File: config.mk
export PLATFORM = sky130hd
export DESIGN_NAME = ternary_matmul_top
export DESIGN_NICKNAME = d
export VERILOG_FILES = /design/src/verilog/ternary_pkg.sv /design/src/verilog/weight_unpacker.sv /design/src/verilog/input_stager.sv /design/src/verilog/mac_array.sv /design/src/verilog/readout_queue.sv /design/src/verilog/ternary_matmul_top.sv
export SDC_FILE = /design/constraint.sdc
export NUM_CORES = 1
export LEC_CHECK = 0
export BUFFER_PORTS_ARGS = -buffer_cell sky130_fd_sc_hd__buf_2
export CORE_MARGIN = 3
export CORE_UTILIZATION = 65
export DETAILED_ROUTE_END_ITERATION = 10
export PLACE_DENSITY = 0.92
export SYNTH_ARGS = -nofsm -noshare
export SYNTH_HDL_FRONTEND = slang
export SYNTH_HIERARCHICAL = 1
export SYNTH_SLANG_ARGS = --single-unit
File: constraint.sdc
create_clock -name clk -period 17.8 [get_ports clk]
set_input_delay 1.78 -clock clk [delete_from_list [all_inputs] [get_ports clk]]
set_output_delay 1.78 -clock clk [all_outputs]
set_load 0.02 [all_outputs]
File: src/verilog/ternary_pkg.sv
// Ternary accelerator definitions
package ternary_pkg;

    // frame geometry
    // bytes gathered per frame, also the depth of each row ring
    localparam int compute_slices = 2;

    // slice counter width, never below one bit
    localparam int slice_bits = (compute_slices > 1) ? $clog2(compute_slices) : 1;

    // five base-3 weights fit in one byte since 3^5 = 243
    localparam int lanes_per_byte = 5;

    // one row per weight lane of every byte in the frame
    localparam int array_rows = lanes_per_byte * compute_slices;

    // total accumulators across all row rings
    localparam int acc_count = array_rows * compute_slices;

    // datapath widths
    localparam int acc_width = 17;
    localparam int byte_width = 8;

    // readout takes the byte just above this many low bits
    localparam int result_shift = 8;

    // largest code that is still a valid five-digit base-3 value
    localparam int max_weight_code = 242;

    // signed accumulator
    typedef logic signed [acc_width-1:0] acc_t;

    // zero or sign flag per lane of one packed byte
    typedef logic [lanes_per_byte-1:0] lane_mask_t;

    // zero or sign flag per array row
    typedef logic [array_rows-1:0] row_mask_t;

    // activation bytes of one frame, byte n at bits n*8 upward
    typedef logic [compute_slices*byte_width-1:0] frame_t;

    // position inside the frame
    typedef logic [slice_bits-1:0] slice_t;

endpackage

File: src/verilog/weight_unpacker.sv
// Base-3 weight unpacker
`timescale 1ns/1ps

module weight_unpacker (
    input  logic [ternary_pkg::byte_width-1:0] packed_weights,
    output ternary_pkg::lane_mask_t            weight_zero,
    output ternary_pkg::lane_mask_t            weight_sign
);

    // digit encoding
    //   0 -> weight 0
    //   1 -> weight +1
    //   2 -> weight -1
    // digit k (weight 3^k) lands on lane 4-k, so the most
    // significant digit drives lane 0

    always_comb begin
        logic [ternary_pkg::byte_width-1:0] remainder;
        logic [1:0]                         digit;

        remainder = packed_weights;
        digit = 2'd0;
        weight_zero = '0;
        weight_sign = '0;

        // peel off one base-3 digit per lane, lowest digit first
        // constant divisor keeps this a small fixed network
        for (int k = 0; k < ternary_pkg::lanes_per_byte; k++) begin
            digit = 2'(remainder % 8'd3);
            remainder = remainder / 8'd3;
            weight_zero[ternary_pkg::lanes_per_byte-1-k] = (digit == 2'd0);
            weight_sign[ternary_pkg::lanes_per_byte-1-k] = (digit == 2'd2);
        end

        // codes 243..255 carry no valid digits
        // all flags low means every lane acts as +1
        if (packed_weights > ternary_pkg::max_weight_code) begin
            weight_zero = '0;
            weight_sign = '0;
        end
    end

    // quick sanity values
    //   code 1   -> lane 4 is +1, rest zero
    //   code 2   -> lane 4 is -1, rest zero
    //   code 121 -> all lanes +1
    //   code 242 -> all lanes -1

endmodule

File: src/verilog/input_stager.sv
// Frame input stager
`timescale 1ns/1ps

module input_stager (
    input  logic                               clk,
    input  logic                               reset,
    input  logic                               compute,
    input  ternary_pkg::lane_mask_t            weight_zero,
    input  ternary_pkg::lane_mask_t            weight_sign,
    input  logic [ternary_pkg::byte_width-1:0] activation,
    output ternary_pkg::row_mask_t             row_zero,
    output ternary_pkg::row_mask_t             row_sign,
    output ternary_pkg::frame_t                frame,
    output ternary_pkg::slice_t                slice
);

    // frame being filled, one byte per cycle
    ternary_pkg::row_mask_t next_zero;
    ternary_pkg::row_mask_t next_sign;
    ternary_pkg::frame_t    next_frame;

    // high on the final byte of a frame
    logic slice_last;

    assign slice_last = (slice == ternary_pkg::slice_t'(ternary_pkg::compute_slices - 1));

    // slice counter
    // restarts on reset and whenever compute drops, otherwise wraps
    always_ff @(posedge clk) begin
        if (reset || !compute || slice_last) begin
            slice <= '0;
        end else begin
            slice <= slice + 1'b1;
        end
    end

    // fill side of the double buffer
    // lane group and byte are picked by the current slice
    always_ff @(posedge clk) begin
        if (reset) begin
            next_zero  <= '0;
            next_sign  <= '0;
            next_frame <= '0;
        end else begin
            next_zero[slice*ternary_pkg::lanes_per_byte +: ternary_pkg::lanes_per_byte]
                <= weight_zero;
            next_sign[slice*ternary_pkg::lanes_per_byte +: ternary_pkg::lanes_per_byte]
                <= weight_sign;
            next_frame[slice*ternary_pkg::byte_width +: ternary_pkg::byte_width]
                <= activation;
        end
    end

    // compute side of the double buffer
    // swaps at slice 0, taking the previous contents of the fill side,
    // so the array sees one frame unchanged for a whole ring turn
    always_ff @(posedge clk) begin
        if (slice == '0) begin
            row_zero <= next_zero;
            row_sign <= next_sign;
            frame    <= next_frame;
        end
    end

endmodule

File: src/verilog/mac_array.sv
// Ternary MAC ring array
`timescale 1ns/1ps

module mac_array (
    input  logic                   clk,
    input  logic                   reset,
    input  logic                   compute,
    input  ternary_pkg::row_mask_t row_zero,
    input  ternary_pkg::row_mask_t row_sign,
    input  ternary_pkg::frame_t    frame,
    input  ternary_pkg::slice_t    slice,
    output ternary_pkg::acc_t      acc_next [ternary_pkg::acc_count]
);

    // accumulator storage, index is row * compute_slices + column
    ternary_pkg::acc_t acc_q [ternary_pkg::acc_count];

    // activation byte for this slice
    logic [ternary_pkg::byte_width-1:0] act_byte;

    // same byte sign extended to accumulator width
    ternary_pkg::acc_t addend;

    assign act_byte = frame[slice*ternary_pkg::byte_width +: ternary_pkg::byte_width];

    // activations are signed bytes
    assign addend = {{(ternary_pkg::acc_width - ternary_pkg::byte_width)
                      {act_byte[ternary_pkg::byte_width-1]}}, act_byte};

    for (genvar r = 0; r < ternary_pkg::array_rows; r++) begin : g_row
        // column 0 of this row's ring
        ternary_pkg::acc_t head;
        // head after the ternary update
        ternary_pkg::acc_t head_sum;

        assign head = acc_q[r*ternary_pkg::compute_slices];

        // weight 0 leaves the head alone
        // weight -1 subtracts, weight +1 adds
        always_comb begin
            if (row_zero[r]) begin
                head_sum = head;
            end else if (row_sign[r]) begin
                head_sum = head - addend;
            end else begin
                head_sum = head + addend;
            end
        end

        // updated head goes to the tail of the ring
        assign acc_next[r*ternary_pkg::compute_slices + ternary_pkg::compute_slices - 1] =
            head_sum;

        // remaining columns move one step toward the head
        for (genvar c = 0; c < ternary_pkg::compute_slices - 1; c++) begin : g_col
            assign acc_next[r*ternary_pkg::compute_slices + c] =
                acc_q[r*ternary_pkg::compute_slices + c + 1];
        end
    end

    // ring registers
    // compute low clears every ring so the next pass starts from zero
    always_ff @(posedge clk) begin
        for (int n = 0; n < ternary_pkg::acc_count; n++) begin
            if (reset || !compute) begin
                acc_q[n] <= '0;
            end else begin
                acc_q[n] <= acc_next[n];
            end
        end
    end

endmodule

File: src/verilog/readout_queue.sv
// Accumulator readout queue
`timescale 1ns/1ps

module readout_queue (
    input  logic                               clk,
    input  logic                               reset,
    input  logic                               compute,
    input  ternary_pkg::acc_t                  acc_next [ternary_pkg::acc_count],
    output logic [ternary_pkg::byte_width-1:0] result_out
);

    // one entry per accumulator, entry 0 faces the output
    ternary_pkg::acc_t queue_q [ternary_pkg::acc_count];

    // compute low captures this cycle's updated accumulators
    // compute high shifts toward entry 0, last entry keeps its value
    always_ff @(posedge clk) begin
        if (reset) begin
            for (int n = 0; n < ternary_pkg::acc_count; n++) begin
                queue_q[n] <= '0;
            end
        end else if (!compute) begin
            for (int n = 0; n < ternary_pkg::acc_count; n++) begin
                queue_q[n] <= acc_next[n];
            end
        end else begin
            for (int n = 0; n < ternary_pkg::acc_count - 1; n++) begin
                queue_q[n] <= queue_q[n+1];
            end
        end
    end

    // scaled result, bits 15:8 of the head entry
    // top accumulator bit is dropped, so large sums wrap
    assign result_out = queue_q[0][ternary_pkg::result_shift +: ternary_pkg::byte_width];

endmodule

File: src/verilog/ternary_matmul_top.sv
// Ternary matrix-vector top
`timescale 1ns/1ps

module ternary_matmul_top (
    input  logic                               clk,
    input  logic                               reset,
    input  logic [ternary_pkg::byte_width-1:0] weights_in,
    input  logic [ternary_pkg::byte_width-1:0] activations_in,
    input  logic                               compute,
    output logic [ternary_pkg::byte_width-1:0] result_out
);

    // decoded lanes of the current weight byte
    ternary_pkg::lane_mask_t weight_zero;
    ternary_pkg::lane_mask_t weight_sign;

    // stable frame handed from the stager to the array
    ternary_pkg::row_mask_t row_zero;
    ternary_pkg::row_mask_t row_sign;
    ternary_pkg::frame_t    frame;
    ternary_pkg::slice_t    slice;

    // updated accumulator values, shared by ring and readout
    ternary_pkg::acc_t acc_next [ternary_pkg::acc_count];

    // base-3 weight decode, purely combinational
    weight_unpacker u_weight_unpacker (
        .packed_weights (weights_in),
        .weight_zero    (weight_zero),
        .weight_sign    (weight_sign)
    );

    // gathers bytes into frames and double buffers them
    input_stager u_input_stager (
        .clk         (clk),
        .reset       (reset),
        .compute     (compute),
        .weight_zero (weight_zero),
        .weight_sign (weight_sign),
        .activation  (activations_in),
        .row_zero    (row_zero),
        .row_sign    (row_sign),
        .frame       (frame),
        .slice       (slice)
    );

    // rotating accumulator rings
    mac_array u_mac_array (
        .clk      (clk),
        .reset    (reset),
        .compute  (compute),
        .row_zero (row_zero),
        .row_sign (row_sign),
        .frame    (frame),
        .slice    (slice),
        .acc_next (acc_next)
    );

    // snapshot and serial readout
    readout_queue u_readout_queue (
        .clk        (clk),
        .reset      (reset),
        .compute    (compute),
        .acc_next   (acc_next),
        .result_out (result_out)
    );

endmodule

==> flow_metrics.env, run 1 <==
export IMPL_finalSetupTns_ps=0
export IMPL_slew_headroom_pct=21.33
export IMPL_area_growth_pct=6.360
export IMPL_hpwlAfterDp_um=47420
export IMPL_multi_input_area_sq_um=17610
export IMPL_antenna_found_initial=1
export IMPL_p_total_mw=4.166
export IMPL_slowest_stage="a2111oi_4"
export IMPL_drive_above_1_share_pct=6.104
export IMPL_rows=80
export IMPL_netlist_instances=3454
export IMPL_cts_resized=0
export IMPL_cts_htree_levels=2
export IMPL_fill_cells=3220
export IMPL_tritoncts="done"
export IMPL_cpMostUsedCell="ha_1"
export IMPL_ios=27
export IMPL_grt_pass1_vias=24000
export IMPL_path_max_fanout=33
export IMPL_hold_slack_ps=396.5
export IMPL_num_vias=24780
export IMPL_hp_class="reg -> reg"
export IMPL_power_clock_fraction_pct=28.7
export IMPL_start_kind="input port"
export IMPL_max_clock_path_buffers=3
export IMPL_globalplace_congestion=0.9130
export IMPL_grt_pass1_wl_um=121200
export IMPL_required_ps=18360
export IMPL_postCtsHoldBufs=0
export IMPL_slowest_delay_ps=590
export IMPL_crit_arrival_ps=15870
export IMPL_clkLatencyLatePin_ps=640
export IMPL_syn_area_sq_um=31970
export IMPL_cpLargestDelayFamily="compound AO/OA/AOI/OAI gates"
export IMPL_vdd_ir_drop_max_mv=0.09220
export IMPL_path_class="in -> reg"
export IMPL_cts_sinks=553
export IMPL_cts_buffers=53
export IMPL_drc_errors=0
export IMPL_p_leak_nw=14.38
export IMPL_register_area_sq_um=13030
export IMPL_end_kind="flop"
export IMPL_die_height_um=227.8
export IMPL_fp_dieArea_sq_um=51880
export IMPL_sw_frac_of_total_pct=35.11
export IMPL_dieWidth_um=227.8
export IMPL_wl_per_cell_um=18.34
export IMPL_clock_root_buffer="clkbuf_16"
export IMPL_max_cap_viol_count=0
export IMPL_start_util_pct=66.40
export IMPL_dr_pass1_iters=6
export IMPL_cp_num_buf_inv=2
export IMPL_rsz0062_at_grt="no"
export IMPL_setup_viol=0
export IMPL_io_buffer_count=26
export IMPL_fmax_ghz=0.06532
export IMPL_seq_power_share_pct=37.7
export IMPL_outcome="finished, final reports clean"
export IMPL_period_needed_ps=15310
export IMPL_overflow=0
export IMPL_utilization_pct=70.63
export IMPL_grt_usage_pct=28.21
export IMPL_clkTransAtPathRegs_ps=60
export IMPL_fp_coreArea_sq_um=48150
export IMPL_drt_iter0_markers=2507
export IMPL_grt_max_degree=301
export IMPL_final_max_slew_violation_count=0
export IMPL_p_per_area_nw_per_um2=122.5
export IMPL_fin_nets=3642
export IMPL_antenna_left=0
export IMPL_syn_area_per_cell_sq_um=9.256
export IMPL_cts_setup_buffers=0
export IMPL_vias_per_cell=5.998
export IMPL_yosysWarnings=6
export IMPL_p_int_mw=2.704
export IMPL_wl_um=75750
export IMPL_worstMarginPinSlew_ps=1180
export IMPL_combPwrFrac_pct=33.6
export IMPL_fin_skew_ps=45.69
export IMPL_hold_viol=0
export IMPL_timing_final_crit_share_pct=86.01
export IMPL_p_switching_mw=1.463
## final timing paths
path,start,endpoint,slack [ps],cells past startpoint
worst max-delay path,weights_in[6],u_input_stager/next_sign[0],2490,52
worst min-delay path,u_input_stager/next_frame[15],u_input_stager/frame[15],400,0
worst max register to register,u_input_stager/slice,u_readout_queue/queue_q[0][130],10210,20
worst min register to register,u_input_stager/next_frame[15],u_input_stager/frame[15],400,0
## metrics by stage
step           cells  area [sq um]  setup WS [ps]
4_1_cts         4129         34000           2650
6_report        4131         34000           2490
3_3_place_gp    4029         32110           2454
2_1_floorplan   3605         32540           4549
5_1_grt         4129         34000           1103
3_5_place_dp    4029         32110           2089
## layout make-up
class / count / share of cell area, %
multi-input cells: 2681 / 51.78
diodes: 2 / 0.01472
well taps: 656 / 2.414
inverters: 94 / 1.038
clock inverters: 25 / 0.8794
repair buffers: 45 / 0.8868
flip-flops and latches: 553 / 38.33
clock buffers: 75 / 4.662
## worst register-to-register path: stages (launching register included)
cell,delay (ps)
dfxtp_2,480
buf_4,640
mux2i_1,370
ha_1,790
nor2b_1,220
buf_4,300
and3_1,950
nand3_1,190
ha_1,330
inv_1,660
o21ai_0,260
ha_1,450
a21oi_1,260
o21ai_0,140
a21oi_1,210
a21oi_1,120
nor2b_1,330
xor2_1,260
a21oi_1,100
mux2i_1,170
nor2_1,70
## placed cells by master, fill, tap and decap left out, types with 96 or more instances in the layout
cell / instances
a21oi_1: 211
and2_1: 302
conb_1: 152
dfxtp_1: 356
edfxtp_1: 196
ha_1: 185
mux2i_1: 206
nand2_1: 260
nor2_1: 344
o21ai_0: 237
xor2_1: 96
## power groups by stage
stage | logic [mW] | registers, mW | clock network, mW
5_1_grt | 1.54 | 1.59 | 1.26
4_1_cts | 1.37 | 1.57 | 1.21
6_report | 1.40 | 1.57 | 1.20
2_1_floorplan | 1.15 | 1.51 | 0
3_5_place_dp | 1.33 | 1.59 | 0
3_3_place_gp | 1.28 | 1.59 | 0
## sequential cells by signal, indices dropped and copies added, names as in the netlist
signal                     flops
u_input_stager/frame          16
u_input_stager/next_frame     16
u_input_stager/slice           1
u_readout_queue/queue_q      160
u_input_stager/row_sign       10
u_input_stager/next_zero      10
u_input_stager/next_sign      10
u_input_stager/row_zero       10
u_mac_array/acc_q            320
## layer usage
layer | up-vias | wire length (um) | global-route usage (%)
met3 | 270 | 5328 | 4.054
met1 | 11720 | 31300 | 35.83
met4 | 0 | 3500 | 13.32
li1 | 11790 | - | -
met5 | - | 0 | 0
met2 | 995 | 35620 | 47.64
Power figures use the tool's default switching activity.
==> run 2, diff against run 1 <==
Settings changed: CORE_UTILIZATION 65 to 60, PLACE_DENSITY 0.92 to 0.87, SLEW_MARGIN set to 25.
==> flow_metrics.env, run 2 (synthesis results as in run 1) <==
export IMPL_finalWorstSetupSlack_ps=2424
export IMPL_path_max_fanout=33
export IMPL_end_kind="flop"
export IMPL_final_cell_mix="dfxtp_1 (356), nor2_1 (343), and2_1 (302)"
export IMPL_cp_num_buf_inv=2
export IMPL_dp_slack_ps=2099
export IMPL_cts_buffers=55
export IMPL_fin_skew_ps=33.71
export IMPL_slowest_delay_ps=630
export IMPL_p_per_area_nw_per_um2=120.8
export IMPL_grt_pass1_wl_um=118700
export IMPL_overflow=0
export IMPL_p_leak_nw=14.38
export IMPL_hold_viol=0
export IMPL_combPwrFrac_pct=33.3
export IMPL_worstMarginPinSlew_ps=1069
export IMPL_ios=27
export IMPL_utilization_pct=65.39
export IMPL_clkTransAtPathRegs_ps=70
export IMPL_cpMostUsedCell="ha_1"
export IMPL_start_kind="input port"
export IMPL_placed_cell_area_sq_um=32150
export IMPL_dieWidth_um=236.8
export IMPL_period_needed_ps=15380
export IMPL_p_switching_mw=1.430
export IMPL_vias_per_cell=5.788
export IMPL_grt_usage_pct=25.72
export IMPL_area_growth_pct=6.422
export IMPL_path_class="in -> reg"
export IMPL_io_buffer_count=26
export IMPL_finalSetupTns_ps=0
export IMPL_reg_top3="u_mac_array/acc_q: 320 flops, u_readout_queue/queue_q: 160 flops"
export IMPL_drive_above_1_share_pct=6.122
export IMPL_largest_reg_flops=320
export IMPL_final_max_slew_violation_count=0
export IMPL_fp_dieArea_sq_um=56090
export IMPL_final_common_cell="dfxtp_1"
export IMPL_rsz0062_at_grt="no"
export IMPL_diodes=0
export IMPL_hpwlAfterDp_um=47390
export IMPL_fp_coreArea_sq_um=52030
export IMPL_grt_pass1_vias=23180
export IMPL_antenna_found_initial=0
export IMPL_fmax_ghz=0.06504
export IMPL_start_util_pct=61.45
export IMPL_critical_path_startpoint="weights_in[6]"
export IMPL_required_ps=18360
export IMPL_tritoncts="done"
export IMPL_antenna_left=0
export IMPL_fill_cells=3956
export IMPL_cts_resized=0
export IMPL_max_cap_viol_count=0
export IMPL_fin_nets=3646
export IMPL_max_clock_path_buffers=3
export IMPL_dr_pass1_iters=6
export IMPL_clock_root_buffer="clkbuf_16"
export IMPL_p_int_mw=2.682
export IMPL_cts_setup_buffers=0
export IMPL_globalplace_congestion=0.8869
export IMPL_sw_frac_of_total_pct=34.78
export IMPL_drt_iter0_markers=2131
export IMPL_hold_start="u_mac_array/acc_q[3][21]"
export IMPL_vdd_ir_drop_max_mv=0.08760
export IMPL_outcome="finished, final reports clean"
export IMPL_slowest_stage="nor4_2"
export IMPL_timing_final_crit_share_pct=86.38
export IMPL_rows=83
export IMPL_slew_headroom_pct=28.56
export IMPL_setup_viol=0
export IMPL_power_clock_fraction_pct=28.4
export IMPL_postCtsHoldBufs=0
export IMPL_drc_errors=0
export IMPL_hp_class="reg -> reg"
export IMPL_crit_arrival_ps=15940
export IMPL_cts_sinks=553
export IMPL_cts_htree_levels=2
export IMPL_wl_per_cell_um=17.59
export IMPL_grt_max_degree=96
export IMPL_seq_power_share_pct=38.3
export IMPL_die_height_um=236.8
export IMPL_clkLatencyLatePin_ps=630
export IMPL_num_vias=24070
export IMPL_regToRegStartpoint="u_input_stager/slice"
export IMPL_design_area_sq_um=34020
export IMPL_largest_register="u_mac_array/acc_q"
export IMPL_cpLargestDelayFamily="compound AO/OA/AOI/OAI gates"
export IMPL_wl_um=73170
export IMPL_r2r_slack_ps=10950
==> run 2: metrics by stage <==
stage               std cells  total power, mW  hold slack (ps)
global placement         4054            2.870            406.4
detailed placement       4054            2.914            409.7
floorplan                3605            2.659            405.7
global route             4159            4.352            430.5
CTS                      4158            4.102            403.8
finish                   4159            4.112            405.3
==> run 2: power by group through the flow <==
stage / combinational [mW] / sequential [mW] / clock, mW
2_1_floorplan: 1.15 / 1.51 / 0
3_3_place_gp: 1.28 / 1.59 / 0
3_5_place_dp: 1.32 / 1.60 / 0
4_1_cts: 1.34 / 1.57 / 1.19
5_1_grt: 1.52 / 1.59 / 1.24
6_report: 1.37 / 1.57 / 1.17
==> run 2: cell type report <==
| class | instances | area [sq um] | area share (%) |
|---|---|---|---|
| clock inverters | 15 | 133.9 | 0.3935 |
| multi-input cells | 2681 | 17620 | 51.78 |
| clock buffers | 89 | 1719 | 5.053 |
| well taps | 680 | 850.8 | 2.501 |
| repair buffers | 47 | 316.6 | 0.9304 |
| inverters | 94 | 352.8 | 1.037 |
| flip-flops and latches | 553 | 13030 | 38.31 |
==> run 2: per-layer routing <==
layer  track usage (%)  vias to the layer above  part of all wire, %
met3             3.564                      154                  6.0
met5                 0                        -                    0
met1             33.53                    11390                   43
met2             43.65                      730                   48
li1                  -                    11800                    -
met4             9.401                        0                  3.3
==> run 2: path summary, 6_finish.rpt <==
kind,cells past startpoint,end
worst max-delay path,52,u_input_stager/next_sign[0]
worst min-delay path,1,u_mac_array/acc_q[3][4]
worst max register to register,22,u_readout_queue/queue_q[0][32]
worst min register to register,1,u_mac_array/acc_q[3][4]
==> run 2: worst reg2reg max path, cell delays in order (launching register included) <==
cell     delay (ps)
dfxtp_2         350
buf_4           690
mux2i_1         370
ha_1            710
nor2b_1         240
buf_4           310
and3_1          200
buf_4           310
nand3_1         140
ha_1            310
inv_1           640
o21ai_0         240
ha_1            460
nand4_1         210
o31ai_1         280
a31oi_1          90
a21oi_1         240
o31a_1          200
nor4b_2          70
a21oi_1         210
nand3_1         110
mux2i_1         140
nor2_1           50
